<file path="config.mk">
export PLATFORM = sky130hd
export DESIGN_NAME = memArbiter
export DESIGN_NICKNAME = d
export VERILOG_FILES = /design/src/rtl/dcachePkg.sv /design/src/rtl/memArbiter.sv
export SDC_FILE = /design/constraint.sdc
export NUM_CORES = 1
export LEC_CHECK = 0
export BUFFER_PORTS_ARGS = -buffer_cell sky130_fd_sc_hd__buf_2
export CAP_MARGIN = 20
export CORE_AREA = 2 2 199 201
export DETAILED_ROUTE_END_ITERATION = 16
export DIE_AREA = 0 0 201 203
export GPL_TIMING_DRIVEN = 0
export PLACE_DENSITY_LB_ADDON = 0.3
export SLEW_MARGIN = 0
export SYNTH_ARGS = -nofsm -noshare
export SYNTH_HDL_FRONTEND = slang
export SYNTH_SLANG_ARGS = --single-unit
</file>
<file path="constraint.sdc">
create_clock -name clk -period 3.3 [get_ports clk]
set_clock_uncertainty 0.2 [all_clocks]
set_input_delay 0.33 -clock clk [delete_from_list [all_inputs] [get_ports clk]]
set_output_delay 0.33 -clock clk [all_outputs]
set_load 0.02 [all_outputs]
</file>
<file path="src/rtl/dcachePkg.sv">
package dcachePkg;

  // cache geometry
  localparam int ADDR_W   = 32;
  localparam int DATA_W   = 64;
  localparam int SEL_W    = DATA_W / 8;
  localparam int OFFSET_W = 5;
  localparam int INDEX_W  = 6;
  localparam int TAG_W    = ADDR_W - INDEX_W - OFFSET_W;
  localparam int SETS     = 1 << INDEX_W;
  localparam int BEATS    = 4;
  localparam int LINE_W   = BEATS * DATA_W;

  typedef logic [ADDR_W-1:0]  addr_t;
  typedef logic [DATA_W-1:0]  word_t;
  typedef logic [SEL_W-1:0]   sel_t;
  typedef logic [TAG_W-1:0]   tag_t;
  typedef logic [INDEX_W-1:0] index_t;

  // word 0 sits in the low bits
  typedef logic [LINE_W-1:0]  line_t;

  // wishbone classic request, same layout on cpu and memory side
  typedef struct packed {
    logic  cyc;
    logic  stb;
    logic  we;
    sel_t  sel;
    addr_t adr;
    word_t dat;
  } wbReq_t;

  typedef struct packed {
    logic  ack;
    word_t dat;
  } wbRsp_t;

  // lookup FSM
  typedef enum logic [1:0] {
    IDLE,
    LOOKUP,
    FETCH,
    INSTALL
  } ctrlState_e;

endpackage

</file>
<file path="src/rtl/memArbiter.sv">
`timescale 1ns/1ps

module memArbiter (
  input  logic              clk,
  input  logic              rst_n,
  input  dcachePkg::wbReq_t wbReq_i,
  input  dcachePkg::wbReq_t fillReq_i,
  input  dcachePkg::wbRsp_t memRsp_i,
  output dcachePkg::wbRsp_t wbRsp_o,
  output dcachePkg::wbRsp_t fillRsp_o,
  output dcachePkg::wbReq_t memReq_o
);

  // owner register, ownWbQ picks the engine while busyQ is set
  logic busyQ;
  logic ownWbQ;
  logic ownerCyc;

  assign ownerCyc = ownWbQ ? wbReq_i.cyc : fillReq_i.cyc;

  // regrant only once the owner has dropped cyc, writeback first
  always_ff @(posedge clk or negedge rst_n) begin
    if (!rst_n) begin
      busyQ  <= 1'b0;
      ownWbQ <= 1'b0;
    end else if (!busyQ || !ownerCyc) begin
      busyQ  <= wbReq_i.cyc || fillReq_i.cyc;
      ownWbQ <= wbReq_i.cyc;
    end
  end

  always_comb begin
    if (busyQ) begin
      memReq_o = ownWbQ ? wbReq_i : fillReq_i;
    end else begin
      memReq_o = '0;
    end
  end

  // ack goes to the owner only
  always_comb begin
    wbRsp_o.ack   = memRsp_i.ack && busyQ && ownWbQ;
    wbRsp_o.dat   = memRsp_i.dat;
    fillRsp_o.ack = memRsp_i.ack && busyQ && !ownWbQ;
    fillRsp_o.dat = memRsp_i.dat;
  end

endmodule

</file>
==> metrics.cfg <==
[power]
sw_frac_of_total_pct = 47.40
cellLeakagePower_nw = 3.365
p_clk_share_pct = 14.8
internal_power_mw = 0.6378
p_comb_share_pct = 83.0
p_seq_share_pct = 2.2
irDropWorstVdd_mv = 0.1502
pwr_density_cell_nw_per_um2 = 204.4
power_switching_mw = 0.5747

[final_layout]
layout_common_cells = 454 x buf_2, 138 x buf_4, 107 x mux2i_1, 107 x nor2b_1, 11 x clkbuf_1
syn_to_final_growth_pct = 102.3
final_nets = 1114
final_cells = 1349
fillerInstances = 4469
finalInstanceArea_um2 = 5932
layout-drive-gt1-share_pct = 71.96
diodes = 0
final_common_cell = buf_2
final_util_pct = 15.42

[logic_synthesis]
synth_top_area_cell = mux2i_1
syn_nets = 655
yosys-top-cells-area = mux2i_1 37%, buf_4 35%, nor2b_1 23%
yosysSeqAreaShare_pct = 1.707
synth_area_um2 = 2932
synthDistinctLibCells = 12
yosys_register_bits = 2
yosys_warnings = 0
syn_inst = 374
syn_avg_cell_area_um2 = 7.838
yosysTopAreaCellShare_pct = 36.53

[die]
fp.dieH_um = 203
die_width_um = 201
rows = 72
start_util_pct = 7.621
ios = 518
dieArea_um2 = 40800
core_um2 = 38470

[worst_setup_path]
reg2reg_depth = 5
critPathMaxFanout = 10
required_ns = 2.77
critical_path_class = reg2out
cp-start-kind = flop
end_kind = primary output
arrival_ns = 2.21

[sta]
rsz0062_at_grt = no
final-max-slew-violation-count = 0
fin_crit_sh_pct = 82.93
layout_setup_ws_ns = 0.5634
setup_viol = 0
period_needed_ns = 2.737
hold_violations = 0
fmax_ghz = 0.3654
worst-slew-pin-transition_ns = 0.8393
setup_tns_ns = 0
relSlewSlack_pct = 44.05

[clock_network]
numClockSinks = 2
root_buffer = clkbuf_16
clk_pin_slew_ns = 0.03
tritoncts = yes
insertion_delay_ns = 0.22
cts_resized = 0
h-tree-depth = 1
clock_path_buffers = 2
cts_buffers = 3

[global_routing]
grt_pass1_vias = 3714
grt_max_degree = 11
grt_overflow = 0
grt_use_total_pct = 6.748
grt_pass1_wl_um = 21660
grt_antenna_before_repair = 1

[placement]
io_buffer_count = 453
dp.cells = 1345
gp_congestion = 0.7696
placed_cell_area_um2 = 5847
dp_hpwl_um = 14390
pre_cts_slack_ns = 0.6500

[routing]
drc = 0
antenna_left = 0
viasPerCell = 2.893
drt-initial-drc-count = 121
num_vias = 3902
first_pass_iters = 4
wl_um = 16120
wl_per_cell_um = 11.95

[run]
drv_cap = 0

[worst_hold_path]
hp-class = in2reg
whs_path_depth = 2

[status]
run_status = complete, no violations

[area by class of cell]
class	instances	area (um2)	area share, %
plain buffers	152	1109	18.69
well taps	518	648.1	10.93
repair buffers	454	2277	38.39
clock buffers	3	75.07	1.266
flip-flops and latches	2	50.05	0.8437
multi-input cells	218	1765	29.76
inverters	2	7.507	0.1266
[critical path, stage by stage, from the launching register on]
cell,delay (ns)
dfrtp_1,0.32
buf_2,0.38
clkbuf_1,0.68
nor2b_1,0.36
buf_2,0.23
[metrics by stage]
stage               hold slack (ns)  power, mW
floorplan                   -0.1656     0.6546
global placement           -0.08451      1.046
detailed placement         -0.08043      1.046
CTS                          0.1303      1.233
global route                 0.1471      1.289
finish                       0.1277      1.212
[power by group through the flow]
stage | Sequential, mW | Clock (mW) | Combinational, mW
floorplan | 0.0268 | 0 | 0.628
finish | 0.0266 | 0.180 | 1.01
detailed placement | 0.0269 | 0 | 1.02
global placement | 0.0269 | 0 | 1.02
CTS | 0.0266 | 0.184 | 1.02
global route | 0.0269 | 0.186 | 1.08
[flip-flops by register name, indices dropped and copies added (netlist names)]
register and cells:
busyQ 1, ownWbQ 1
[synth_stat cells]
cell type  number
and3_1          2
nor2b_1       107
dfrtp_1         2
buf_2           1
inv_1           2
buf_8           1
clkbuf_1       11
or2_2           1
buf_6           1
mux2i_1       107
a31oi_1         1
buf_4         138
[metal layers]
metal  track usage (%)  vias to the layer above  wire length [um]
li1                  -                     2000                 -
met1             8.830                     1697              6728
met2             12.39                      205              8327
met3            0.8507                        0              1066
met4            0.1852                        0                 0
met5                 0                        -                 0
[what timing repair did]
item                      in CTS  in global routing
hold endpoints to repair       2                  0
hold buffers                   1                  0
buffers inserted               0                  0
[path summary, 6_finish.rpt]
| check | start | to | slack (ns) |
|---|---|---|---|
| worst max-delay path | busyQ | memReq_o[50] | 0.56 |
| worst min register to register | busyQ | ownWbQ | 0.59 |
| worst min-delay path | fillReq_i[106] | ownWbQ | 0.13 |
| min in group asynchronous | rst_n | busyQ | 0.23 |
| worst max register to register | ownWbQ | ownWbQ | 1.84 |
| max in group asynchronous | rst_n | ownWbQ | 2.57 |
[logic make-up after synthesis]
logic type	synth area share, %
AOI/OAI and AO/OA	0.2135
buffers and inverters	38.07
and+or+nand+nor	23.47
DFF	1.707
muxes	36.53
Note: power is estimated with default switching activity, not from simulation.
