### config.mk
export PLATFORM = sky130hd
export DESIGN_NAME = dcacheCtrl
export DESIGN_NICKNAME = d
export VERILOG_FILES = /design/src/rtl/dcachePkg.sv /design/src/rtl/dcacheCtrl.sv
export SDC_FILE = /design/constraint.sdc
export NUM_CORES = 2
export LEC_CHECK = 0
export BUFFER_PORTS_ARGS = -buffer_cell sky130_fd_sc_hd__buf_2
export CORE_UTILIZATION = 50
export CTS_BUF_LIST = sky130_fd_sc_hd__clkbuf_8
export DETAILED_ROUTE_END_ITERATION = 12
export PLACE_DENSITY = 0.66
export SYNTH_ARGS = -nofsm -noshare
export SYNTH_HDL_FRONTEND = slang
export SYNTH_SLANG_ARGS = --single-unit
### constraint.sdc
create_clock -name clk -period 13.4 [get_ports clk]
set_clock_uncertainty 0.05 [all_clocks]
set_input_delay 0.67 -clock clk [delete_from_list [all_inputs] [get_ports clk]]
set_output_delay 0.67 -clock clk [all_outputs]
set_load 0.01 [all_outputs]
### src/rtl/dcachePkg.sv
package dcachePkg;

  // cache geometry
  localparam int ADDR_W   = 32;
  localparam int DATA_W   = 64;
  localparam int SEL_W    = DATA_W / 8;
  localparam int OFFSET_W = 5;
  localparam int INDEX_W  = 6;
  localparam int TAG_W    = ADDR_W - INDEX_W - OFFSET_W;
  localparam int SETS     = 1 << INDEX_W;
  localparam int BEATS    = 4;
  localparam int LINE_W   = BEATS * DATA_W;

  typedef logic [ADDR_W-1:0]  addr_t;
  typedef logic [DATA_W-1:0]  word_t;
  typedef logic [SEL_W-1:0]   sel_t;
  typedef logic [TAG_W-1:0]   tag_t;
  typedef logic [INDEX_W-1:0] index_t;

  // word 0 sits in the low bits
  typedef logic [LINE_W-1:0]  line_t;

  // wishbone classic request, same layout on cpu and memory side
  typedef struct packed {
    logic  cyc;
    logic  stb;
    logic  we;
    sel_t  sel;
    addr_t adr;
    word_t dat;
  } wbReq_t;

  typedef struct packed {
    logic  ack;
    word_t dat;
  } wbRsp_t;

  // lookup FSM
  typedef enum logic [1:0] {
    IDLE,
    LOOKUP,
    FETCH,
    INSTALL
  } ctrlState_e;

endpackage

### src/rtl/dcacheCtrl.sv
`timescale 1ns/1ps

module dcacheCtrl (
  input  logic                                clk,
  input  logic                                rst_n,
  input  dcachePkg::wbReq_t                   cpuReq_i,
  input  logic                                fillDone_i,
  input  logic                                wbBusy_i,
  input  dcachePkg::word_t                    storeWord_i,
  output dcachePkg::wbRsp_t                   cpuRsp_o,
  output dcachePkg::index_t                   index_o,
  output logic                                way_o,
  output logic [$clog2(dcachePkg::BEATS)-1:0] wordSel_o,
  output logic                                storeEn_o,
  output dcachePkg::sel_t                     storeSel_o,
  output dcachePkg::word_t                    storeData_o,
  output logic                                fillEn_o,
  output logic                                refillStart_o,
  output dcachePkg::addr_t                    refillAddr_o,
  output logic                                wbStart_o,
  output dcachePkg::addr_t                    wbAddr_o
);

  dcachePkg::ctrlState_e stateQ;
  dcachePkg::ctrlState_e stateD;

  // latched cpu request
  dcachePkg::addr_t  reqAdr;
  logic              reqWe;
  dcachePkg::sel_t   reqSel;
  dcachePkg::word_t  reqDat;
  dcachePkg::tag_t   reqTag;
  dcachePkg::index_t reqIndex;

  dcachePkg::tag_t            tagMem [2][dcachePkg::SETS];
  logic [dcachePkg::SETS-1:0] validQ [2];
  logic [dcachePkg::SETS-1:0] dirtyQ [2];

  logic       victimQ;
  logic       fillWayQ;
  logic [1:0] wayHit;
  logic       hit;
  logic       hitWay;
  logic       victimDirty;
  logic       lookupEn;
  logic       missGo;

  assign reqTag   = reqAdr[dcachePkg::ADDR_W-1 -: dcachePkg::TAG_W];
  assign reqIndex = reqAdr[dcachePkg::OFFSET_W +: dcachePkg::INDEX_W];

  // tag compare on both ways
  assign wayHit[0] = validQ[0][reqIndex] && (tagMem[0][reqIndex] == reqTag);
  assign wayHit[1] = validQ[1][reqIndex] && (tagMem[1][reqIndex] == reqTag);
  assign hit       = |wayHit;
  assign hitWay    = wayHit[1];

  assign victimDirty = validQ[victimQ][reqIndex] && dirtyQ[victimQ][reqIndex];
  assign lookupEn    = (stateQ == dcachePkg::LOOKUP);
  // a dirty victim has to wait for the previous writeback to drain
  assign missGo      = lookupEn && !hit && !(victimDirty && wbBusy_i);

  always_comb begin
    stateD = stateQ;
    case (stateQ)
      dcachePkg::IDLE: begin
        if (cpuReq_i.cyc && cpuReq_i.stb) begin
          stateD = dcachePkg::LOOKUP;
        end
      end
      dcachePkg::LOOKUP: begin
        if (hit) begin
          stateD = dcachePkg::IDLE;
        end else if (missGo) begin
          stateD = dcachePkg::FETCH;
        end
      end
      dcachePkg::FETCH: begin
        if (fillDone_i) begin
          stateD = dcachePkg::INSTALL;
        end
      end
      default: begin
        stateD = dcachePkg::LOOKUP;
      end
    endcase
  end

  always_ff @(posedge clk or negedge rst_n) begin
    if (!rst_n) begin
      stateQ   <= dcachePkg::IDLE;
      victimQ  <= 1'b0;
      fillWayQ <= 1'b0;
      validQ   <= '{default: '0};
      dirtyQ   <= '{default: '0};
    end else begin
      stateQ <= stateD;
      // toggle victim choice on every launched miss
      if (missGo) begin
        victimQ  <= ~victimQ;
        fillWayQ <= victimQ;
      end
      if (fillEn_o) begin
        validQ[fillWayQ][reqIndex] <= 1'b1;
        dirtyQ[fillWayQ][reqIndex] <= 1'b0;
      end else if (storeEn_o) begin
        dirtyQ[hitWay][reqIndex] <= 1'b1;
      end
    end
  end

  always_ff @(posedge clk) begin
    if (stateQ == dcachePkg::IDLE && cpuReq_i.cyc && cpuReq_i.stb) begin
      reqAdr <= cpuReq_i.adr;
      reqWe  <= cpuReq_i.we;
      reqSel <= cpuReq_i.sel;
      reqDat <= cpuReq_i.dat;
    end
    if (fillEn_o) begin
      tagMem[fillWayQ][reqIndex] <= reqTag;
    end
  end

  // install targets the remembered way, otherwise hit way or victim
  assign way_o       = fillEn_o ? fillWayQ : (hit ? hitWay : victimQ);
  assign index_o     = reqIndex;
  assign wordSel_o   = reqAdr[dcachePkg::OFFSET_W-1 -: $clog2(dcachePkg::BEATS)];
  assign storeEn_o   = lookupEn && hit && reqWe;
  assign storeSel_o  = reqSel;
  assign storeData_o = reqDat;
  assign fillEn_o    = (stateQ == dcachePkg::INSTALL);

  assign refillStart_o = missGo;
  assign refillAddr_o  = {reqTag, reqIndex, {dcachePkg::OFFSET_W{1'b0}}};
  assign wbStart_o     = missGo && victimDirty;
  assign wbAddr_o      = {tagMem[victimQ][reqIndex], reqIndex, {dcachePkg::OFFSET_W{1'b0}}};

  always_comb begin
    cpuRsp_o.ack = lookupEn && hit;
    cpuRsp_o.dat = storeWord_i;
  end

endmodule

==> metrics <==
synth cell count leaders edfxtp_1, mux4_2, mux2i_1; TritonCTS clock tree built; max-cap viol count 0; CP Capture Type output port; Worst Hold Depth 5; Routed wire per std cell between 40 and 50 um; area leader, netlist edfxtp_1; Synth warnings 0; Yosys top cell area share about three fifths; FF-to-FF path depth 14; number of synthesized flops with an enable pin ~2800; vias in the first global route between 80000 and 90000; critical path depth 14; Final nets about 8900; initial antenna violation count 13; Root Driver clkbuf_8; H-tree Lvls 6; WL final approximately 530 mm; Critical path buffers and inverters 5; via/cell ratio about 7.3; Hold Vio Cnt, Final 0; worst reg2reg startpoint reqAdr[6]; Final HPWL DP approximately 330 mm; final worst path period share approximately two thirds; worst hold path class input pin to flip-flop; worst-path cell chain buf_4, buf_12, inv_8, buf_4, a221oi_1, a21oi_1, o21ai_0, o2111ai_1, o2111a_1, nand3_1, o22ai_1, nor3b_4, and2_1, buf_2; clk buf depth 4; Power, Total between 0.02 and 0.025 W; Crit-path slowest cell edfxtp_1; DRC violations left 0; Horiz. Die Dim between 500 and 600 um; Worst Setup SP reqAdr[6]; largest net degree at the start of global routing 132; Final Core Density about 56%; VDD IR max 0.132 mV; remaining antenna violation count 0; Async S/R FF share, synth 8.52%; Most common cell on crit path buf_4; Core Box Area ~280000 um^2; GPL Wtd Cong 0.998; setup TNS 0 ps; Core Rows 193; Clk pin slew, worst setup/hold paths 60 ps; Worst path max stage delay ~930 ps; most frequent cell after synthesis edfxtp_1; cell area power density 149 nW/um^2; First-pass DRT Iterations 8; Slew headroom under 10%; Clk Latency, worst-skew pair 1070 ps; fin area roughly 160000 um^2; netlist area before placement 139000 um^2; Area after DPL between 100000 and 150000 um^2; slew of the pin with the lowest slew margin between 1000 and 1500 ps; flops & latches, synth between 3000 and 4000; Crit Path Max Fanout 73; Min Hold Slack ~57 ps; I/O Buffers 247; Top FF cell, synth edfxtp_1; startpoint of the worst hold path fillDone_i; leak pwr 52.8 nW; # setup viols final 0; Area Overhead vs Synth 11.9%; Yosys cell types 91; clock sink count between 3000 and 4000; DRT iter0 DRCs between 15000 and 20000; Worst Setup Start Kind flip-flop; critical path's top delay family compound AO/OA/AOI/OAI gates; CTS Buf Count approximately 520; Top-Level Pins just under 400; Filler cells 21400; Syn Inst Count 8212; Die ar. between 200000 and 300000 um^2; Synth Area per Inst between 15 and 20 um^2; worst endpoint required time ~13000 ps; RSZ-0062 raised after global routing false; Via Count 93400; Final min period just over 9000 ps; Max Clk Rate 109 MHz; Worst Path Arrival between 8000 and 9000 ps; Max Transition Viols Final 0; GRT overflow 0; initial core utilization between 50% and 60%; status finished clean; largest cells by area after synthesis edfxtp_1, mux4_2, dfrtp_1; critical path class flip-flop to output port; Seq/Total Area, Yosys between 60 and 70%; chip height approximately 530 um; gr usage total between 30% and 40%; share of layout cells above drive strength 1 between 20% and 30%; first-pass GRT wire length 721 mm
[kinds of logic (layout without fill, tap and decap cells)]
logic type / count (synthesis) / count (layout) / synth area share [%]
adder cells (fa/ha/maj): 5 / 5 / 0.0449
XOR/XNOR: 39 / 39 / 0.245
other: 1 / 23 / 0.00269
buffers and inverters: 783 / 1655 / 3.00
multiplexers: 1658 / 1658 / 20.2
flip-flops: 3050 / 3050 / 64.8
AO/OA/AOI/OAI: 1538 / 1538 / 7.93
AND/OR/NAND/NOR: 1138 / 1138 / 3.82
[power breakdown]
part	internal, W	switching (W)	total [W]
Clock	0.00393	0.00390	0.00784
Sequential	0.0106	0.000131	0.0108
Combinational	0.00168	0.00291	0.00459
[what timing repair did]
item                                   4_1_cts  5_1_grt
endpoints found under the hold margin      219        0
gates resized for setup                      0        0
hold buffers                               107        0
buffers inserted                             0        0
[stage by stage]
step,cells,worst slack (ps)
after CTS,12800,4830
after floorplan,8221,8550
after global routing,12800,4370
after global placement,11800,5930
final,12800,4260
after detailed placement,11800,5850
[worst reg2reg max path, stage by stage, from the launching register on]
cell,delay (ps)
edfxtp_1,930
buf_4,600
buf_12,450
inv_8,630
buf_4,500
a221oi_1,420
a21oi_1,90
o21ai_0,740
o2111ai_1,820
o2111a_1,520
nand3_1,610
nor3_1,200
or4_2,680
buf_4,440
o31ai_1,350
[final cells by class]
cell class | instances | area (um^2) | area share, %
inverters | 13 | 63.8 | 0.0409
diodes | 13 | 32.5 | 0.0209
repair buffers | 727 | 5410 | 3.47
flip-flops and latches | 3050 | 90300 | 57.9
clock inverters | 362 | 1730 | 1.11
clock buffers | 553 | 7610 | 4.88
multi-input cells | 4388 | 46200 | 29.6
well taps | 3705 | 4640 | 2.97
[state kept, by name, indices dropped and copies added (netlist names)]
signal,count
fillWayQ,1
reqWe,1
victimQ,1
dirtyQ,128
tagMem,2688
stateQ,2
storeData_o,64
storeSel_o,8
reqAdr,29
validQ,128
[cell usage in the layout (no fill, tap or decap), types with 220 or more instances in the layout]
cell type  count
edfxtp_1    2790
mux4_2       908
mux2i_1      601
clkbuf_8     553
buf_4        350
nand2_1      306
nor2_1       282
dfrtp_1      259
buf_2        246
o22ai_1      240
a221oi_1     238
o21ai_0      220
[worst paths after layout]
path	end	slack [ps]
max in group asynchronous	validQ[96]	10460
min reg2reg	dirtyQ[55]	440
min in group asynchronous	dirtyQ[82]	240
max	wbStart_o	4260
min	stateQ[1]	60
max reg2reg	dirtyQ[68]	5260
[per-layer routing]
| metal | vias to the layer above | wire length (um) | GRT usage (%) |
|---|---|---|---|
| li1 | 35100 | - | - |
| met1 | 47800 | 179000 | 47.8 |
| met2 | 8556 | 226000 | 53.3 |
| met3 | 1846 | 77200 | 11.5 |
| met4 | 8 | 50400 | 29.9 |
| met5 | - | 48 | 0 |
Power figures use the tool's default switching activity.
