--- config.mk ---
export PLATFORM = sky130hd
export DESIGN_NAME = lineRefill
export DESIGN_NICKNAME = d
export VERILOG_FILES = /design/src/rtl/dcachePkg.sv /design/src/rtl/lineRefill.sv
export SDC_FILE = /design/constraint.sdc
export NUM_CORES = 1
export LEC_CHECK = 0
export BUFFER_PORTS_ARGS = -buffer_cell sky130_fd_sc_hd__buf_2
export CAP_MARGIN = 20
export CORE_AREA = 4 4 178 180
export DETAILED_ROUTE_END_ITERATION = 8
export DIE_AREA = 0 0 182 184
export HOLD_SLACK_MARGIN = 0.12
export PLACE_DENSITY = 0.68
export SYNTH_ARGS = -nofsm -noshare
export SYNTH_HDL_FRONTEND = slang
export SYNTH_SLANG_ARGS = --single-unit
export TNS_END_PERCENT = 5
--- constraint.sdc ---
create_clock -name clk -period 3.8 [get_ports clk]
set_input_delay 0.57 -clock clk [delete_from_list [all_inputs] [get_ports clk]]
set_output_delay 0.57 -clock clk [all_outputs]
set_load 0.02 [all_outputs]
--- src/rtl/dcachePkg.sv ---
package dcachePkg;

  // cache geometry
  localparam int ADDR_W   = 32;
  localparam int DATA_W   = 64;
  localparam int SEL_W    = DATA_W / 8;
  localparam int OFFSET_W = 5;
  localparam int INDEX_W  = 6;
  localparam int TAG_W    = ADDR_W - INDEX_W - OFFSET_W;
  localparam int SETS     = 1 << INDEX_W;
  localparam int BEATS    = 4;
  localparam int LINE_W   = BEATS * DATA_W;

  typedef logic [ADDR_W-1:0]  addr_t;
  typedef logic [DATA_W-1:0]  word_t;
  typedef logic [SEL_W-1:0]   sel_t;
  typedef logic [TAG_W-1:0]   tag_t;
  typedef logic [INDEX_W-1:0] index_t;

  // word 0 sits in the low bits
  typedef logic [LINE_W-1:0]  line_t;

  // wishbone classic request, same layout on cpu and memory side
  typedef struct packed {
    logic  cyc;
    logic  stb;
    logic  we;
    sel_t  sel;
    addr_t adr;
    word_t dat;
  } wbReq_t;

  typedef struct packed {
    logic  ack;
    word_t dat;
  } wbRsp_t;

  // lookup FSM
  typedef enum logic [1:0] {
    IDLE,
    LOOKUP,
    FETCH,
    INSTALL
  } ctrlState_e;

endpackage

--- src/rtl/lineRefill.sv ---
`timescale 1ns/1ps

module lineRefill (
  input  logic              clk,
  input  logic              rst_n,
  input  logic              start_i,
  input  dcachePkg::addr_t  lineAddr_i,
  input  dcachePkg::wbRsp_t busRsp_i,
  output dcachePkg::wbReq_t busReq_o,
  output logic              done_o,
  output dcachePkg::line_t  line_o
);

  logic                                busyQ;
  logic                                doneQ;
  logic [$clog2(dcachePkg::BEATS)-1:0] beatQ;
  dcachePkg::addr_t                    baseQ;
  dcachePkg::line_t                    lineQ;

  always_ff @(posedge clk or negedge rst_n) begin
    if (!rst_n) begin
      busyQ <= 1'b0;
      doneQ <= 1'b0;
      beatQ <= '0;
    end else begin
      doneQ <= 1'b0;
      if (start_i) begin
        busyQ <= 1'b1;
        beatQ <= '0;
      end else if (busyQ && busRsp_i.ack) begin
        beatQ <= beatQ + 1'b1;
        // last beat ends the burst
        if (beatQ == $clog2(dcachePkg::BEATS)'(dcachePkg::BEATS - 1)) begin
          busyQ <= 1'b0;
          doneQ <= 1'b1;
        end
      end
    end
  end

  always_ff @(posedge clk) begin
    if (start_i) begin
      baseQ <= lineAddr_i;
    end
    if (busyQ && busRsp_i.ack) begin
      lineQ[beatQ*dcachePkg::DATA_W +: dcachePkg::DATA_W] <= busRsp_i.dat;
    end
  end

  // read beats at consecutive word addresses
  always_comb begin
    busReq_o     = '0;
    busReq_o.cyc = busyQ;
    busReq_o.stb = busyQ;
    busReq_o.we  = 1'b0;
    busReq_o.sel = '1;
    busReq_o.adr = {baseQ[dcachePkg::ADDR_W-1:dcachePkg::OFFSET_W], beatQ,
                    {$clog2(dcachePkg::SEL_W){1'b0}}};
  end

  assign done_o = doneQ;
  assign line_o = lineQ;

endmodule

==> out/qor_table.md, run 1 <==
| Metric | This run |
|---|---|
| Nets | 1172 |
| Total core area | 0.03019 mm2 |
| Number of remaining DRC errors | 0 |
| Netlist area before placement | 0.01128 mm2 |
| Count of TritonRoute iterations in the first routing pass | 5 |
| Overall power of the completed layout | 7.076 mW |
| Number of buffers inserted by post-CTS setup repair | 0 |
| CP startpoint kind | flop |
| Total track usage | 16.66% |
| CTS-repair resized insts | 0 |
| Register Area | 0.008598 mm2 |
| Signed area change from the synthesized netlist to the final layout | 25.78% |
| Cell count after synthesis | 689 |
| Die outline area | 0.03349 mm2 |
| Initial antenna violation count | 3 |
| Cell area reported after detailed placement | 0.01331 mm2 |
| Count of antenna-violating nets left after detailed routing | 0 |
| Top cells by area in the synthesized netlist | sky130_fd_sc_hd__edfxtp_1, sky130_fd_sc_hd__and2_1, sky130_fd_sc_hd__buf_4, sky130_fd_sc_hd__and3_1, sky130_fd_sc_hd__and3_2 |
| Power Density | 498.8 mW/mm2 |
| Final cell area excluding filler cells | 0.01419 mm2 |
| Max Freq | 359.0 MHz |
| Layout filler cell count | 2657 |
| Sequential cell area fraction in the yosys report | 76.24% |
| Clock sink count | 287 |
| Effective utilization at floorplan | 37.36% |
| Transition time of the tightest slew-check pin | 1.082 ns |
| Type of the worst min-delay path | in2reg |
| Shortest clock period the worst path allows after layout | 2.785 ns |
| Count of endpoints failing hold in the final timing report | 0 |
| Number of placement rows | 64 |
| Total of warnings raised by yosys | 0 |
| Vias | 6849 |
| Number of I/O port buffers | 382 |
| Die span in x | 182 um |
| CTS Buffer Depth | 3 |
| Clock-pin slew on the worst setup and hold paths | 0.06 ns |
| Flop and latch count out of synthesis | 287 |
| Cell accounting for the most synthesized area | sky130_fd_sc_hd__edfxtp_1 |
| Half-perimeter wire length of the detailed placement result | 19810 um |
| Maximum VDD drop | 0.3489 mV |
| CTS root buf | sky130_fd_sc_hd__clkbuf_16 |
| Area occupied by multi-input gates | 0.002203 mm2 |
| Ports | 464 |
| Worst path required time | 4.20 ns |
| Critical Path Fanout Max | 34 |
| Starting DRC count in detailed routing | 497 |
| Fin. max-slew vios | 0 |
| Setup_tns | 0 ns |
| Relative max-transition margin | 27.85% |
| Post-synth top area share | 75.35% |
| Maximum number of pins on one net before global-route repair | 72 |
| Share of final-layout standard cells stronger than drive strength 1 | 45.36% |
| Crit path capture type | flop |
| Remaining global-route overflow | 0 |
| Post-Place Worst Slack | 0.9274 ns |
| Clock buffer count from CTS | 29 |
| Clock insertion delay at the later pin of the skew report | 0.54 ns |
| Result of the run | complete, no violations |
| Finish-stage setup viols | 0 |
| Ratio of final minimum period to clock period | 73.30% |
| CTS tree | built |
| Detail-routed net length per standard cell | 19.95 um |
| Final weighted congestion of routability-driven global placement | 0.7828 |
| Die Y-Extent | 184 um |
| Endpoint arrival time on the critical path | 3.19 ns |
| Number of global-route vias before repair | 6795 |
| Netlist cell types | 25 |
| Maximum Capacitance Violations | 0 |
| First-pass GRT wire length | 42720 um |
| Setup repair after global routing missed its margin | false |
| Static leakage power | 6.292 nW |
| Avg Synthesized Cell Area | 16.37 um2 |
| Maximum clock skew at final layout | 0.009016 ns |
| Critical path start-end classification | reg2reg |
| Final WL | 29650 um |
| Post-route worst setup slack | 1.015 ns |
| Number of H-tree levels | 1 |
| Via density per instance | 4.609 |
[routing by layer]
metal | share of wire, % | routed length, um | track usage (%) | vias to the layer above
met5 | 0 | 0 | 0 | -
li1 | - | - | - | 3098
met4 | 3.4 | 1020 | 6.064 | 0
met2 | 50 | 14920 | 29.68 | 418
met3 | 9.2 | 2731 | 3.779 | 66
met1 | 37 | 10980 | 19.84 | 3267
[cell families after synthesis]
family	after synthesis	share of synthesized area, %
muxes	1	0.09984
DFF	287	76.24
other	2	0.06659
adders and majority gates	5	0.5547
AOI/OAI and AO/OA	2	0.1332
buffers and inverters	120	6.978
and+or+nand+nor	272	15.93
[layout by cell type, fill, tap and decap left out, drive strengths merged, types with 3 or more instances in the layout]
| cell type | n |
|---|---|
| clkinv | 17 |
| nor2b | 3 |
| inv | 5 |
| clkbuf | 32 |
| and2 | 125 |
| buf | 390 |
| conb | 76 |
| and4b | 3 |
| edfxtp | 283 |
| dfrtp | 4 |
| ha | 5 |
| and3 | 133 |
| nor2 | 3 |
[repair_timing]
item / in CTS / in global routing
endpoints found under the setup margin: 0 / 0
hold buffers: 1 / 0
endpoints found under the hold margin: 4 / 0
[synth_stat cells (all sizes together)]
cell type	number
and2	125
nand4b	1
and3	133
inv	2
nor2	3
nor4b	1
o31ai	1
nor2b	3
conb	2
nand2	1
and4b	3
dfrtp	4
buf	88
clkbuf	30
mux2	1
and2b	1
and4bb	1
ha	5
edfxtp	283
a21o	1
[power breakdown]
| part | total (mW) | switching, mW | leakage (nW) | internal [mW] |
|---|---|---|---|---|
| Combinational | 0.811 | 0.591 | 3.09 | 0.219 |
| Sequential | 3.68 | 0.0416 | 2.77 | 3.64 |
| Clock | 2.58 | 1.18 | 0.428 | 1.41 |
[sequential cells by signal, indices dropped and copies added, names as in the netlist]
name and count:
beatQ 2, busyQ 1, line_o 256, baseQ 27, done_o 1
[worst max-delay path: stages, from the launching register on]
cell and delay (ns):
sky130_fd_sc_hd__dfrtp_1 0.72, sky130_fd_sc_hd__inv_1 0.19, sky130_fd_sc_hd__ha_1 0.42, sky130_fd_sc_hd__and4bb_2 0.86
sky130_fd_sc_hd__buf_12 0.27, sky130_fd_sc_hd__and2_1 0.16
[area by class of cell]
class | count | share of cell area [%]
flip-flops and latches | 287 | 60.61
multi-input cells | 356 | 15.53
repair buffers | 391 | 14.24
clock buffers | 32 | 5.195
well taps | 396 | 3.493
clock inverters | 21 | 0.8644
inverters | 2 | 0.05292
diodes | 1 | 0.01764
[worst paths after layout]
check / endpoint / slack (ns) / cells past startpoint / startpoint
max in group asynchronous: beatQ[0] / 3.28 / 2 / rst_n
worst min register to register: busyQ / 0.66 / 1 / busyQ
worst max register to register: line_o[33] / 1.01 / 5 / beatQ[0]
min in group asynchronous: done_o / 0.39 / 2 / rst_n
worst min-delay path: baseQ[24] / 0.20 / 1 / lineAddr_i[24]
worst max-delay path: line_o[33] / 1.01 / 5 / beatQ[0]
[metrics by stage]
| stage | utilization [%] | cells | hold WS [ns] |
|---|---|---|---|
| after detailed placement | 44.10 | 1431 | 0.3856 |
| after floorplan | - | 763 | 0.2744 |
| after global placement | 44.10 | 1431 | 0.3831 |
| after global routing | 46.99 | 1486 | 0.1593 |
| after CTS | 46.98 | 1485 | 0.1621 |
| final | 46.99 | 1486 | 0.2006 |
Power figures use the tool's default switching activity.
==> inputs of run 2 (changes only) <==
--- a/config.mk
+++ b/config.mk
@@ -5,11 +5,12 @@
 export SDC_FILE = /design/constraint.sdc
 export NUM_CORES = 1
 export LEC_CHECK = 0
+export ABC_AREA = 1
 export BUFFER_PORTS_ARGS = -buffer_cell sky130_fd_sc_hd__buf_2
 export CAP_MARGIN = 20
-export CORE_AREA = 4 4 178 180
+export CORE_AREA = 4 4 181 183
 export DETAILED_ROUTE_END_ITERATION = 8
-export DIE_AREA = 0 0 182 184
+export DIE_AREA = 0 0 185 187
 export HOLD_SLACK_MARGIN = 0.12
 export PLACE_DENSITY = 0.68
 export SYNTH_ARGS = -nofsm -noshare
==> constraint.sdc (replaced) <==
create_clock -name clk -period 2.55 [get_ports clk]
set_input_delay 0.3825 -clock clk [delete_from_list [all_inputs] [get_ports clk]]
set_output_delay 0.3825 -clock clk [all_outputs]
set_load 0.02 [all_outputs]
==> run 2 against run 1 <==
Net effect: synthesized cell count grew 19%; final cell count grew 13%; clock power grew 46%; synthesized area shrank 2.0%; via count grew 8.4%; non-clock buffer count grew 48; maximum frequency grew 38%; sequential power grew 49%; hold slack lost 0.043 ns; flip-flop and latch count is the same; largest power group unchanged.
==> out/qor_table.md, run 2 <==
| Metric | This run | Change |
|---|---|---|
| CTS tree | built | unchanged |
| Detail-routed net length per standard cell | 18.05 um | was 19.95 um |
| Top cells by area in the synthesized netlist | sky130_fd_sc_hd__edfxtp_1, sky130_fd_sc_hd__nor2_1, sky130_fd_sc_hd__buf_4, sky130_fd_sc_hd__inv_1, sky130_fd_sc_hd__nand2_1 | was sky130_fd_sc_hd__edfxtp_1, sky130_fd_sc_hd__and2_1, sky130_fd_sc_hd__buf_4, sky130_fd_sc_hd__and3_1, sky130_fd_sc_hd__and3_2 |
| Number of H-tree levels | 1 | unchanged |
| Worst path required time | 2.95 ns | was 4.20 ns |
| WP buf/inv | 3 | was 2 |
| Effective utilization at floorplan | 35.40% | was 37.36% |
| Total of warnings raised by yosys | 0 | unchanged |
| Die Y-Extent | 187 um | was 184 um |
| Core Util, Final | 46.23% | was 46.99% |
| Leading cell type in the layout, fill and taps excluded | sky130_fd_sc_hd__buf_2 | unchanged |
| First-pass GRT wire length | 44550 um | was 42720 um |
| Cell area reported after detailed placement | 0.01330 mm2 | was 0.01331 mm2 |
| Setup repair after global routing missed its margin | false | unchanged |
| Count of flip-flops with a built-in enable after synthesis | 283 | unchanged |
| Number of placement rows | 65 | was 64 |
| Number of I/O port buffers | 382 | unchanged |
| Cell accounting for the most synthesized area | sky130_fd_sc_hd__edfxtp_1 | unchanged |
| Critical Path Fanout Max | 19 | was 34 |
| Count of antenna-violating nets left after detailed routing | 0 | unchanged |
| Critical path start-end classification | reg2reg | unchanged |
| Starting DRC count in detailed routing | 490 | was 497 |
| Result of the run | complete, no violations | unchanged |
| Ratio of final minimum period to clock period | 79.30% | was 73.30% |
| Area occupied by multi-input gates | 0.001682 mm2 | was 0.002203 mm2 |
| Half-perimeter wire length of the detailed placement result | 20450 um | was 19810 um |
| Avg Synthesized Cell Area | 13.52 um2 | was 16.37 um2 |
| CTS Buffer Depth | 3 | unchanged |
| Fin. max-slew vios | 0 | unchanged |
| Post-synth top area share | 76.87% | was 75.35% |
| Die span in x | 185 um | was 182 um |
| Finish-stage setup viols | 0 | unchanged |
| Count of TritonRoute iterations in the first routing pass | 5 | unchanged |
| Worst hold margin | 0.1580 ns | was 0.2006 ns |
| Total core area | 0.03123 mm2 | was 0.03019 mm2 |
| Shortest clock period the worst path allows after layout | 2.022 ns | was 2.785 ns |
| Layout filler cell count | 2828 | was 2657 |
| Clock-pin slew on the worst setup and hold paths | 0.06 ns | about the same |
| Share of final-layout standard cells stronger than drive strength 1 | 35.69% | was 45.36% |
| Ports | 464 | unchanged |
| Static leakage power | 5.826 nW | was 6.292 nW |
| Transition time of the tightest slew-check pin | 0.6779 ns | was 1.082 ns |
| CP max stage cell | sky130_fd_sc_hd__nand3_2 | was sky130_fd_sc_hd__and4bb_2 |
| Clock buffer count from CTS | 28 | was 29 |
| Type of the worst min-delay path | in2reg | unchanged |
| Max FFs per register | 256 | unchanged |
| Final weighted congestion of routability-driven global placement | 0.7860 | was 0.7828 |
| Ys flop type | sky130_fd_sc_hd__edfxtp_1 | unchanged |
| FFs w/ async S/R, synth | 1.394% | unchanged |
| Number of buffers inserted by post-CTS setup repair | 0 | unchanged |
| Vias | 7427 | was 6849 |
| Endpoint arrival time on the critical path | 2.42 ns | was 3.19 ns |
| CTS root buf | sky130_fd_sc_hd__clkbuf_16 | unchanged |
| Clock sink count | 287 | unchanged |
| Netlist area before placement | 0.01106 mm2 | was 0.01128 mm2 |
| Maximum Capacitance Violations | 0 | unchanged |
| Number of global-route vias before repair | 7740 | was 6795 |
| CP delay by family, top | buffers and inverters | was simple AND/OR/NAND/NOR gates |
| Nets | 1358 | was 1172 |
| Most common cell in the synthesized netlist | sky130_fd_sc_hd__edfxtp_1 | unchanged |
| Ordered cell list for the critical path | inv_1 > ha_1 > inv_1 > nand3_2 > buf_12 > nor2_1 | was inv_1 > ha_1 > and4bb_2 > buf_12 > and2_1 |
| Netlist cell types | 16 | was 25 |
| Instance count after placement with tap cells included | 1595 | was 1431 |
| Commonest non-fill, non-tap cells in the layout | sky130_fd_sc_hd__buf_2, sky130_fd_sc_hd__edfxtp_1, sky130_fd_sc_hd__nor2_1, sky130_fd_sc_hd__conb_1, sky130_fd_sc_hd__inv_1 | was sky130_fd_sc_hd__buf_2, sky130_fd_sc_hd__edfxtp_1, sky130_fd_sc_hd__and2_1, sky130_fd_sc_hd__and3_1, sky130_fd_sc_hd__conb_1 |
| Number of remaining DRC errors | 0 | unchanged |
| Via density per instance | 4.426 | was 4.609 |
| Sequential cell area fraction in the yosys report | 77.77% | was 76.24% |
| Register Area | 0.008598 mm2 | unchanged |
| Maximum clock skew at final layout | 0.01058 ns | was 0.009016 ns |
| Ranking of synthesized cells by instance count | sky130_fd_sc_hd__edfxtp_1, sky130_fd_sc_hd__nor2_1, sky130_fd_sc_hd__buf_4 | was sky130_fd_sc_hd__edfxtp_1, sky130_fd_sc_hd__and2_1, sky130_fd_sc_hd__and3_1 |
| Count of endpoints failing hold in the final timing report | 0 | unchanged |
| Initial antenna violation count | 1 | was 3 |
| Remaining global-route overflow | 0 | unchanged |
| Peak per-stage delay on the critical path | 0.45 ns | was 0.86 ns |
| Post-route worst setup slack | 0.5279 ns | was 1.015 ns |
| Post-Place Worst Slack | 0.4393 ns | was 0.9274 ns |
| Max Freq | 494.5 MHz | was 359.0 MHz |
| CP startpoint kind | flop | unchanged |
| Die outline area | 0.03460 mm2 | was 0.03349 mm2 |
| Signed area change from the synthesized netlist to the final layout | 30.58% | was 25.78% |
| Cell count after synthesis | 818 | was 689 |
| Power Density | 733.5 mW/mm2 | was 498.8 mW/mm2 |
| Crit path capture type | flop | unchanged |
| Final cell area excluding filler cells | 0.01444 mm2 | was 0.01419 mm2 |
| Clock insertion delay at the later pin of the skew report | 0.54 ns | about the same |
| Flop and latch count out of synthesis | 287 | unchanged |
| Maximum number of pins on one net before global-route repair | 65 | was 72 |
| Critical Path Most Common Cell | sky130_fd_sc_hd__inv_1 |  |
| Total track usage | 16.58% | was 16.66% |
| Final WL | 30290 um | was 29650 um |
| Relative max-transition margin | 54.80% | was 27.85% |
| Overall power of the completed layout | 10.59 mW | was 7.076 mW |
| Maximum VDD drop | 0.4774 mV | was 0.3489 mV |
| Number of non-filler instances in the completed layout | 1678 | was 1486 |
| Setup_tns | 0 ns | unchanged |
[run 2: cell types whose count changed after synthesis, moves of 36 or more]
| cell | previous run | this run |
|---|---|---|
| sky130_fd_sc_hd__inv_1 | 2 | 73 |
| sky130_fd_sc_hd__nor2_1 | 2 | 264 |
| sky130_fd_sc_hd__and2_1 | 114 | 0 |
| sky130_fd_sc_hd__nand2_1 | 1 | 69 |
| sky130_fd_sc_hd__and3_2 | 36 | 0 |
| sky130_fd_sc_hd__and3_1 | 97 | 0 |
[run 2: final timing paths]
check	from	depth (start not counted)	slack [ns]	end
min in group asynchronous	rst_n	2	0.20	busyQ
min	busRsp_i[58]	3	0.16	line_o[58]
max in group asynchronous	rst_n	2	2.23	done_o
max	beatQ[1]	6	0.53	line_o[232]
min reg2reg	beatQ[1]	2	0.60	beatQ[1]
max reg2reg	beatQ[1]	6	0.53	line_o[232]
[run 2: where the power goes]
part	leakage [nW]	total, mW	switching, mW	internal, mW
Combinational	2.84	1.34	0.982	0.356
Sequential	2.58	5.48	0.0532	5.43
Clock	0.411	3.77	1.71	2.06
[run 2: timing repair]
action	in CTS	in global routing
hold buffers	30	0
endpoints found under the hold margin	33	0
resized for setup	0	0
[run 2: worst min-delay path: cells and delay by family]
| kind | cells | cell delay (ns) |
|---|---|---|
| buffers and inverters | 2 | 0.11 |
| AND/OR/NAND/NOR | 1 | 0.08 |
[run 2: logic make-up (layout without fill, tap and decap cells)]
group,count (synthesis),count (layout),share of synthesized area (%)
adder cells (fa/ha/maj),5,5,0.5659
buffers and inverters,182,565,9.756
flip-flops,287,287,77.77
other,2,77,0.06793
AND/OR/NAND/NOR,342,342,11.84
[run 2: final cells by class]
class / count / share of cell area [%]
clock buffer: 30 / 5.053
antenna: 1 / 0.01733
inverter: 74 / 1.933
timing repair buffer: 439 / 17.59
tap: 402 / 3.484
sequential: 287 / 59.56
multi-input combinational: 423 / 11.65
clock inverter: 22 / 0.7107
[run 2: layer usage]
| layer | track usage [%] | share of wire (%) | wire length, um |
|---|---|---|---|
| met4 | 5.449 | 3.1 | 925 |
| met2 | 30.22 | 51 | 15370 |
| met3 | 3.267 | 8.4 | 2535 |
| met5 | 0 | 0 | 0 |
| met1 | 19.46 | 38 | 11460 |
