[config.mk]
export PLATFORM = sky130hd
export DESIGN_NAME = lineWriteback
export DESIGN_NICKNAME = d
export VERILOG_FILES = /design/src/rtl/dcachePkg.sv /design/src/rtl/lineWriteback.sv
export SDC_FILE = /design/constraint.sdc
export NUM_CORES = 1
export LEC_CHECK = 0
export ABC_AREA = 1
export BUFFER_PORTS_ARGS = -buffer_cell sky130_fd_sc_hd__buf_2
export CORE_MARGIN = 8
export CORE_UTILIZATION = 30
export CTS_CLUSTER_SIZE = 40
export DETAILED_ROUTE_END_ITERATION = 10
export SYNTH_ARGS = -nofsm -noshare
export SYNTH_HDL_FRONTEND = slang
export SYNTH_SLANG_ARGS = --single-unit
[constraint.sdc]
create_clock -name clk -period 1.75 [get_ports clk]
set_input_delay 0.525 -clock clk [delete_from_list [all_inputs] [get_ports clk]]
set_output_delay 0.525 -clock clk [all_outputs]
set_load 0.02 [all_outputs]
[src/rtl/dcachePkg.sv]
package dcachePkg;

  // cache geometry
  localparam int ADDR_W   = 32;
  localparam int DATA_W   = 64;
  localparam int SEL_W    = DATA_W / 8;
  localparam int OFFSET_W = 5;
  localparam int INDEX_W  = 6;
  localparam int TAG_W    = ADDR_W - INDEX_W - OFFSET_W;
  localparam int SETS     = 1 << INDEX_W;
  localparam int BEATS    = 4;
  localparam int LINE_W   = BEATS * DATA_W;

  typedef logic [ADDR_W-1:0]  addr_t;
  typedef logic [DATA_W-1:0]  word_t;
  typedef logic [SEL_W-1:0]   sel_t;
  typedef logic [TAG_W-1:0]   tag_t;
  typedef logic [INDEX_W-1:0] index_t;

  // word 0 sits in the low bits
  typedef logic [LINE_W-1:0]  line_t;

  // wishbone classic request, same layout on cpu and memory side
  typedef struct packed {
    logic  cyc;
    logic  stb;
    logic  we;
    sel_t  sel;
    addr_t adr;
    word_t dat;
  } wbReq_t;

  typedef struct packed {
    logic  ack;
    word_t dat;
  } wbRsp_t;

  // lookup FSM
  typedef enum logic [1:0] {
    IDLE,
    LOOKUP,
    FETCH,
    INSTALL
  } ctrlState_e;

endpackage

[src/rtl/lineWriteback.sv]
`timescale 1ns/1ps

module lineWriteback (
  input  logic              clk,
  input  logic              rst_n,
  input  logic              start_i,
  input  dcachePkg::addr_t  lineAddr_i,
  input  dcachePkg::line_t  line_i,
  input  dcachePkg::wbRsp_t busRsp_i,
  output dcachePkg::wbReq_t busReq_o,
  output logic              busy_o
);

  logic                                busyQ;
  logic [$clog2(dcachePkg::BEATS)-1:0] beatQ;
  dcachePkg::addr_t                    baseQ;
  dcachePkg::line_t                    lineQ;

  always_ff @(posedge clk or negedge rst_n) begin
    if (!rst_n) begin
      busyQ <= 1'b0;
      beatQ <= '0;
    end else if (start_i) begin
      busyQ <= 1'b1;
      beatQ <= '0;
    end else if (busyQ && busRsp_i.ack) begin
      beatQ <= beatQ + 1'b1;
      if (beatQ == $clog2(dcachePkg::BEATS)'(dcachePkg::BEATS - 1)) begin
        busyQ <= 1'b0;
      end
    end
  end

  // snapshot victim, the install may overwrite the way right after
  always_ff @(posedge clk) begin
    if (start_i) begin
      baseQ <= lineAddr_i;
      lineQ <= line_i;
    end
  end

  always_comb begin
    busReq_o     = '0;
    busReq_o.cyc = busyQ;
    busReq_o.stb = busyQ;
    busReq_o.we  = 1'b1;
    busReq_o.sel = '1;
    busReq_o.adr = {baseQ[dcachePkg::ADDR_W-1:dcachePkg::OFFSET_W], beatQ,
                    {$clog2(dcachePkg::SEL_W){1'b0}}};
    busReq_o.dat = lineQ[beatQ*dcachePkg::DATA_W +: dcachePkg::DATA_W];
  end

  assign busy_o = busyQ;

endmodule

==> results of run 1 <==
[layer usage]
layer	vias up	wire (um)	track usage
li1	4180	-	-
met1	3921	13400	0.166
met5	-	27	0
met3	52	2620	0.0451
met2	323	16200	0.240
met4	4	817	0.0557
[timing repair]
action	4_1_cts	5_1_grt
endpoints found under the hold margin	3	0
resized for setup	24	45
gates cloned	4	0
pin swaps	0	1
endpoints found under the setup margin	69	66
hold buffers	1	0
setup buffers	1	0
[cells by family (layout without fill, tap and decap cells)]
kind of cell	count (synthesis)	in the layout	share of synthesized area
fa+ha+maj	1	1	0.00106
buf+inv	315	751	0.109
flops	286	286	0.729
other cells	2	21	0.000639
simple gates	458	458	0.160
[final cells by class]
class / instances / share of cell area
multi-input cells: 471 / 0.123
well taps: 518 / 0.0402
diodes: 9 / 0.00140
clock inverters: 15 / 0.00986
flip-flops and latches: 286 / 0.533
inverters: 260 / 0.0621
repair buffers: 431 / 0.171
clock buffers: 45 / 0.0593
[registers in the layout, summed over array words and instances, names as in the netlist]
register and count:
baseQ 27, beatQ 2, busy_o 1, lineQ 256
[cells in the final DEF (no fill, tap or decap), drive strengths merged, types with 3 or more instances in the layout]
cell type / n
inv: 258
nand3: 132
dfrtp: 3
clkbuf: 45
edfxtp: 283
diode: 9
nand2: 326
bufinv: 3
conb: 12
clkinv: 13
buf: 429
[worst min-delay path by stage]
stage	to	start	cells after the start	slack, ns
final	lineQ[60]$_DFFE_PP_	line_i[60]	1	0.17
after global routing	lineQ[224]$_DFFE_PP_	line_i[224]	1	0.14
after CTS	lineQ[173]$_DFFE_PP_	line_i[173]	1	0.13
after detailed placement	busy_o$_DFFE_PN0P_	rst_n	1	0.33
after global placement	busy_o$_DFFE_PN0P_	rst_n	1	0.32
after floorplan	beatQ[0]$_DFFE_PN0P_	rst_n	0	0.23
[metrics by stage]
stage | cells | TNS, ns | hold slack, ns
6_report | 2035 | -34.74 | 0.173
5_1_grt | 2030 | -41.53 | 0.138
3_3_place_gp | 1960 | -6.37 | 0.324
2_1_floorplan | 1072 | 0 | 0.229
3_5_place_dp | 1960 | -6.02 | 0.328
4_1_cts | 2026 | -40.89 | 0.126
[power by group]
group          switching [mW]  internal (mW)  total (mW)
combinational            1.58           1.04        2.62
clock                    2.71           4.29        7.00
sequential              0.142           8.13        8.28
total                    4.43           13.5        17.9
==> impl_results.md, run 1 <==
- Most used cell, CP: nand2_1
- # IOs: approximately 460
- Setup WS pre-CTS: -0.161 ns
- DRT antenna net count: 0
- Synth area leader: edfxtp_1
- Outcome: finished, violations left
- Initial Utilization: 0.304
- Tmin final: between 2 and 2.5 ns
- Die Height: about 210 um
- Post-layout net count: 1,841
- Initial antenna violation count: 9
- Number of global-route vias before repair: 8,949
- Crit-path max cell delay: 0.54 ns
- Fmax: approximately 420 MHz
- Gp weighted congestion: ~0.80
- Yosys cell types: 12
- FF/Latch Area: approximately 0.0086 mm2
- Syn_area_per_cell: approximately 11 um2
- IO Port Bufs: about 380
- Crit Reg-Reg Startpoint: beatQ[0]$_DFFE_PN0P_
- Final Util: 0.417
- Synthesized area: around 0.012 mm2
- Tot Pwr: approximately 18 mW
- Core area: 0.0386 mm2
- Tot GR Track Use: 0.142
- DRC viols: 0
- Clk slew on worst S/H paths: approximately 0.06 ns
- Critical Path Source Type: flop
- Syn. warnings: 0
- #FFs+latches synth: 286
- Design area: 0.0161 mm2
- Setup slack, reg-to-reg: just under 0.4 ns
- End point of the critical path: busReq_o[31]
- Setup violators final: 66
- CP Class: flop to output port
- Synth area leaders: edfxtp_1 72%, nand2_1 10%, inv_1 8.2%
- Static Leakage: roughly 8 nW
- Main synth FF type: edfxtp_1
- WP depth: 5
- Die width: ~210 um
- Worst path bufs/invs: 2
- Filler instances: roughly 3,700
- Clk sinks: between 200 and 300
- CP required: roughly 1.2 ns
- Area Growth Syn to Fin: 37.1%
- Top cells by count, synth: 326 x nand2_1, 283 x edfxtp_1, 258 x inv_1, 132 x nand3_1, 31 x buf_2
- Site Rows: 72
- Hold/Removal Path Class: primary input to flop
- PwrDens: about 1100 mW/mm2
- Drt first-iter violations: 525
- CTS Buf Count: 34
- Worst EP arrival: 1.84 ns
- Gr ovfl total: 0
- Critical path peak fanout: 23
- Yosys top cell area share: 0.723
- Worst-case vdd ir drop: 0.823 mV
- CTS tree: yes
- Vias/cell: approximately 4.2
- Multi-input logic area: just under 0.002 mm2
- Worst-skew pair later-pin latency: about 0.52 ns
- Cell breakdown of the critical path: buf_4, nand2_1, nand3_1, nand2_1, buf_2
- Critical path endpoint category: output port
- Final HPWL DP: 23,400 um
- WL/cell: 16.2 um
- Share of synthesized registers carrying an async set or reset: 0.0105
- Clock root cell: clkbuf_16
- CP Launch Point: beatQ[0]$_DFFE_PN0P_
- Syn Inst Count: roughly 1,100
- Most instantiated library cell after synthesis: nand2_1
- Routed wire length: roughly 33,000 um
- Number of max-cap violations: 0
- DP Area: 0.0146 mm2
- Slowest CP cell: dfrtp_4
- DIE AREA: between 0.04 and 0.05 mm2
- Delay-heaviest family, CP: flip-flops
- Clk_skew: about 0.0066 ns
- Post-synth EDFFs: 283
- Worst Reg2Reg Path Length in Cells: 4
- Largest net degree at the start of global routing: between 50 and 60
- Max clock buf depth: 3
- R2R Path End: beatQ[1]$_DFFE_PN0P_
- Failing checks: setup timing
- Final Hold Fails: 0
- Via count: about 8,500
- Drt pass-1 iters: 5
- RSZ-0062 raised after global routing: yes
- Share of post-route cells with drive strength above 1: 0.328
- Sequential share of the synthesized area: 0.729
- Crit share post-route: 1.35
- First-pass GRT wire length: 50,800 um
- Final WS setup: -0.620 ns
- Max Transition Viols Final: 0
- CTS H-tree lvls: 2
No activity file was read; power rests on OpenSTA's default activity.
==> inputs of run 2 (changes only) <==
--- a/config.mk
+++ b/config.mk
@@ -7,10 +7,11 @@
 export LEC_CHECK = 0
 export ABC_AREA = 1
 export BUFFER_PORTS_ARGS = -buffer_cell sky130_fd_sc_hd__buf_2
-export CORE_MARGIN = 8
+export CORE_MARGIN = 2
 export CORE_UTILIZATION = 30
 export CTS_CLUSTER_SIZE = 40
 export DETAILED_ROUTE_END_ITERATION = 10
+export SKIP_CTS_REPAIR_TIMING = 1
 export SYNTH_ARGS = -nofsm -noshare
 export SYNTH_HDL_FRONTEND = slang
 export SYNTH_SLANG_ARGS = --single-unit
==> run 2 against run 1 <==
The flow still finishes with violations (setup timing). Final cell count decreased by 0.64%. First-iteration DRC count fell by 28%. Critical path depth grew 1. Sequential share of layout area rose by 0.51 points. Non-clock buffer count fell by 7. Die area fell by 11%. Via count down 1.3%. Worst setup slack worse by 0.0021 ns. Utilization is 0.40 points lower.
==> impl_results.md, run 2 (same netlist as run 1, synthesis figures left out) <==
- Fmax: about 420 MHz
- Worst EP arrival: between 1.5 and 2 ns
- Largest net degree at the start of global routing: 50
- Die Height: between 200 and 250 um
- Max FFs per register: approximately 260
- Worst-case vdd ir drop: ~0.8 mV
- Clk sinks: about 290
- Setup slack, reg-to-reg: roughly 0.37 ns
- Tot Pwr: between 15 and 20 mW
- End point of the critical path: busReq_o[25]
- Hold/Removal Path Class: primary input to flop
- Multi-input logic area: approximately 0.0020 mm2
- Critical path peak fanout: 15
- Most common cell after layout, fill and taps aside: buf_2
- DIE AREA: around 0.041 mm2
- Final Util: 0.413
- Core area: ~0.039 mm2
- Worst Reg2Reg Path Length in Cells: 5
- Drt pass-1 iters: 4
- Max clock buf depth: 3
- Cell breakdown of the critical path: buf_6, buf_12, nand2_1, nand3_1, nand2_1, buf_4
- Crit share post-route: 1.36
- Tmin final: about 2.4 ns
- Outcome: finished, violations left
- CTS H-tree lvls: 1
- WL/cell: 15.1 um
- Share of post-route cells with drive strength above 1: 0.330
- Slowest CP cell: dfrtp_4
- Setup violators final: 66
- Critical Path Source Type: flop
- DRT antenna net count: 0
- Critical path endpoint category: output port
- DP Area: around 0.015 mm2
- Site Rows: ~70
- Crit-path max cell delay: 0.54 ns
- CTS tree: yes
- RSZ-0062 raised after global routing: yes
- Worst-skew pair later-pin latency: 0.57 ns
- Initial antenna violation count: 11
- Via count: around 8,400
- Vias/cell: between 4 and 5
- PwrDens: between 1000 and 1500 mW/mm2
- DRC viols: 0
- Failing checks: setup timing
- CP required: approximately 1.2 ns
- Routed wire length: a little over 30,000 um
- Area Growth Syn to Fin: 35.8%
- R2R Path End: beatQ[1]$_DFFE_PN0P_
- Final HPWL DP: 21,100 um
- Regs by FF count: lineQ: 256 flops, baseQ: 27 flops, beatQ: 2 flops
- Filler instances: 3,706
- Crit Reg-Reg Startpoint: beatQ[0]$_DFFE_PN0P_
- Largest reg by FF count: lineQ
- Clock root cell: clkbuf_16
- Die width: 202 um
- CP Class: flop to output port
- FF/Latch Area: around 0.0086 mm2
- Post-layout net count: roughly 1,800
- Tot GR Track Use: 0.142
- Design area: about 0.016 mm2
- Static Leakage: between 7 and 8 nW
- Total negative slack: -36.59 ns
- Max Transition Viols Final: 0
- Final WS setup: -0.622 ns
- IO Port Bufs: around 380
- Gp weighted congestion: 0.773
- Initial Utilization: 0.304
- # IOs: between 400 and 500
- First-pass GRT wire length: between 40,000 and 50,000 um
- Clk_skew: approximately 0.011 ns
- CP Launch Point: beatQ[0]$_DFFE_PN0P_
- Number of global-route vias before repair: ~8,300
- Gr ovfl total: 0
- Number of max-cap violations: 0
- CTS Buf Count: 31
- Final Hold Fails: 0
- Most frequent cells in the layout: 335 x buf_2, 313 x nand2_1, 283 x edfxtp_1, 258 x inv_1, 121 x nand3_1
- Final hold slack: around 0.13 ns
- Drt first-iter violations: 377
- Clk slew on worst S/H paths: 0.06 ns
- Most used cell, CP: nand2_1
run 2: worst max-delay path, delay by kind of cell, from the launching register on:
| kind | cells | cell delay [ns] |
|---|---|---|
| buffers and inverters | 3 | 0.48 |
| DFF | 1 | 0.54 |
| and+or+nand+nor | 3 | 0.25 |
run 2: layout make-up:
type                            instances  area share
Sequential cell                       286       0.538
Clock buffer                           41      0.0510
Inverter                              260      0.0627
Tap cell                              518      0.0406
Antenna cell                            8     0.00125
Timing Repair Buffer                  424       0.170
Multi-Input combinational cell        471       0.127
Clock inverter                         14     0.00917
run 2: stage by stage:
| step | std cells | setup WS, ns |
|---|---|---|
| 2_1_floorplan | 1072 | 0.0542 |
| 3_3_place_gp | 1955 | -0.203 |
| 3_5_place_dp | 1955 | -0.213 |
| 4_1_cts | 2010 | -0.839 |
| 5_1_grt | 2018 | -0.754 |
| 6_report | 2022 | -0.622 |
run 2: worst min-delay path by stage:
| stage | startpoint | endpoint | slack [ns] | cells after the start |
|---|---|---|---|---|
| final | lineAddr_i[20] | baseQ[20]$_DFFE_PP_ | 0.13 | 1 |
| after global routing | line_i[140] | lineQ[140]$_DFFE_PP_ | 0.09 | 1 |
| after CTS | rst_n | beatQ[1]$_DFFE_PN0P_ | -0.30 | 1 |
| after detailed placement | rst_n | busy_o$_DFFE_PN0P_ | 0.33 | 1 |
| after global placement | rst_n | busy_o$_DFFE_PN0P_ | 0.32 | 1 |
| after floorplan | rst_n | beatQ[0]$_DFFE_PN0P_ | 0.23 | 0 |
run 2: power breakdown:
group / switching (mW) / internal (mW) / total, mW
logic: 1.57 / 1.08 / 2.65
registers: 0.142 / 8.13 / 8.28
clock network: 2.59 / 3.68 / 6.26
run 2: routing by layer:
layer	wire length, um	vias to the layer above	track usage
met5	45	-	0
met4	797	8	0.0454
met3	2160	60	0.0377
met2	15300	267	0.248
met1	12300	3886	0.169
li1	-	4149	-
==> inputs of run 3 (changes only) <==
--- a/config.mk
+++ b/config.mk
@@ -7,11 +7,11 @@
 export LEC_CHECK = 0
 export ABC_AREA = 1
 export BUFFER_PORTS_ARGS = -buffer_cell sky130_fd_sc_hd__buf_2
-export CORE_MARGIN = 2
 export CORE_UTILIZATION = 30
 export CTS_CLUSTER_SIZE = 40
 export DETAILED_ROUTE_END_ITERATION = 10
 export SKIP_CTS_REPAIR_TIMING = 1
+export SLEW_MARGIN = 30
 export SYNTH_ARGS = -nofsm -noshare
 export SYNTH_HDL_FRONTEND = slang
 export SYNTH_SLANG_ARGS = --single-unit
==> run 3 against run 2 <==
The run still ends with setup timing left. Largest power group unchanged. Final cell count grew 1.6%. Non-clock buffer count increased by 26. Register-to-register slack got worse by 0.03 ns. Flip-flop and latch count unchanged. Critical path type unchanged. Hold slack better by 0.028 ns. Via count is 1.0% higher.
==> impl_results.md, run 3 (same netlist as run 1, synthesis figures left out) <==
- R2R Path End: beatQ[1]$_DFFE_PN0P_
- Final hold slack: about 0.16 ns
- Most common cell after layout, fill and taps aside: buf_2
- Area Growth Syn to Fin: 39.3%
- PwrDens: 1100 mW/mm2
- Largest reg by FF count: lineQ
- Setup WS pre-CTS: -0.111 ns
- Max FFs per register: approximately 260
- DRC viols: 0
- Core area: slightly below 0.04 mm2
- CTS tree: yes
- Initial antenna violation count: 13
- Final WS setup: -0.632 ns
- Clk_skew: 0.0000460 ns
- CP required: roughly 1.2 ns
- CP Class: flop to output port
- CTS Buf Count: 35
- Vias/cell: between 4 and 5
- Tmin final: between 2 and 2.5 ns
- Outcome: finished, violations left
- Gr ovfl total: 0
- IO Port Bufs: ~380
- Gp weighted congestion: 0.795
- Tot GR Track Use: 0.141
- Post-layout net count: around 1,900
- Setup slack, reg-to-reg: ~0.34 ns
- Drt first-iter violations: roughly 290
- Most frequent cells in the layout: 343 x buf_2, 314 x nand2_1, 283 x edfxtp_1, 258 x inv_1, 126 x nand3_1
- Critical Path Source Type: flop
- Design area: roughly 0.016 mm2
- DIE AREA: between 0.03 and 0.04 mm2
- Number of global-route vias before repair: about 8,000
- Max Transition Viols Final: 0
- Regs by FF count: lineQ: 256 flops, baseQ: 27 flops, beatQ: 2 flops
- Max clock buf depth: 3
- Initial Utilization: 0.304
- Largest net degree at the start of global routing: 38
- Clk sinks: 286
- Clk slew on worst S/H paths: around 0.060 ns
- Fmax: 420 MHz
- Final HPWL DP: between 20,000 and 25,000 um
- Clock root cell: clkbuf_16
- Drt pass-1 iters: 5
- Hold path start: line_i[111]
- Via count: 8,455
- RSZ-0062 raised after global routing: yes
- DRT antenna net count: 0
- Routed wire length: about 30,000 um
- WL/cell: about 15 um
- Hold EP: lineQ[111]$_DFFE_PP_
- Crit share post-route: 1.36
- Hold/Removal Path Class: primary input to flop
- Critical path peak fanout: 10
- Critical path endpoint category: output port
- Worst-case vdd ir drop: roughly 0.8 mV
- Final Hold Fails: 0
- Tot Pwr: 18.0 mW
- Static Leakage: 7.92 nW
- Setup violators final: 66
- DP Area: 0.0148 mm2
- Worst Hold Depth: 1
- # IOs: 464
- Die Height: roughly 200 um
- Site Rows: slightly above 70
- Worst Reg2Reg Path Length in Cells: 5
- Crit Reg-Reg Startpoint: beatQ[0]$_DFFE_PN0P_
- Number of max-cap violations: 0
- Worst EP arrival: between 1.5 and 2 ns
- Die width: about 200 um
- Share of post-route cells with drive strength above 1: 0.340
- Failing checks: setup timing
- Worst-skew pair later-pin latency: roughly 0.54 ns
- CTS H-tree lvls: 2
- First-pass GRT wire length: between 40,000 and 50,000 um
## run 3: cell count changes in the layout (fill, tap and decap cells not counted), moves of 3 or more
cell       change
buf_6          +9
buf_12         +8
buf_2          +8
clkbuf_16      +6
clkbuf_1       -5
nand3_1        +5
nand3_2        -5
buf_4          +4
clkbuf_4       -3
## run 3: area by class of cell
| class | count | area (um2) |
|---|---|---|
| clock buffers | 41 | 920 |
| clock inverters | 18 | 188 |
| diodes | 10 | 25.0 |
| flip-flops and latches | 286 | 8580 |
| fillers | 3683 | 22300 |
| repair buffers | 450 | 3020 |
| multi-input cells | 471 | 2000 |
| well taps | 518 | 648 |
| inverters | 260 | 988 |
## run 3: layer usage
layer / global-route usage / routed length, um / share of wire
met1: 0.156 / 11600 / 0.39
met2: 0.240 / 14900 / 0.50
met3: 0.0477 / 2470 / 0.082
met4: 0.0729 / 954 / 0.032
met5: 0 / 47 / 0.0016
## run 3: worst max-delay path by stage
| stage | start | endpoint | slack, ns | depth (start not counted) |
|---|---|---|---|---|
| 6_report | beatQ[0]$_DFFE_PN0P_ | busReq_o[8] | -0.63 | 7 |
| 5_1_grt | beatQ[0]$_DFFE_PN0P_ | busReq_o[11] | -0.69 | 7 |
| 4_1_cts | beatQ[0]$_DFFE_PN0P_ | busReq_o[38] | -0.71 | 6 |
| 3_5_place_dp | beatQ[0]$_DFFE_PN0P_ | busReq_o[14] | -0.11 | 6 |
| 3_3_place_gp | beatQ[0]$_DFFE_PN0P_ | busReq_o[14] | -0.10 | 6 |
| 2_1_floorplan | beatQ[0]$_DFFE_PN0P_ | busReq_o[11] | 0.05 | 6 |
## run 3: report_power, final
group | internal, mW | switching, mW
clock network | 4.21 | 2.78
logic | 1.17 | 1.58
registers | 8.13 | 0.137
total | 13.5 | 4.50
## run 3: metrics by stage
step	instances	utilization	setup TNS, ns
final	2054	0.424	-37.40
after global routing	2049	0.423	-42.62
after CTS	2034	0.411	-41.63
after detailed placement	1975	0.382	-2.86
after global placement	1975	0.382	-2.55
after floorplan	1072	-	0
## run 3: critical path: stages, from the launching register on
cell and delay, ns:
dfrtp_4 0.54, clkinv_8 0.09, buf_12 0.15, clkbuf_16 0.17
nand2_1 0.05, nand3_1 0.06, nand2_1 0.07, buf_2 0.16
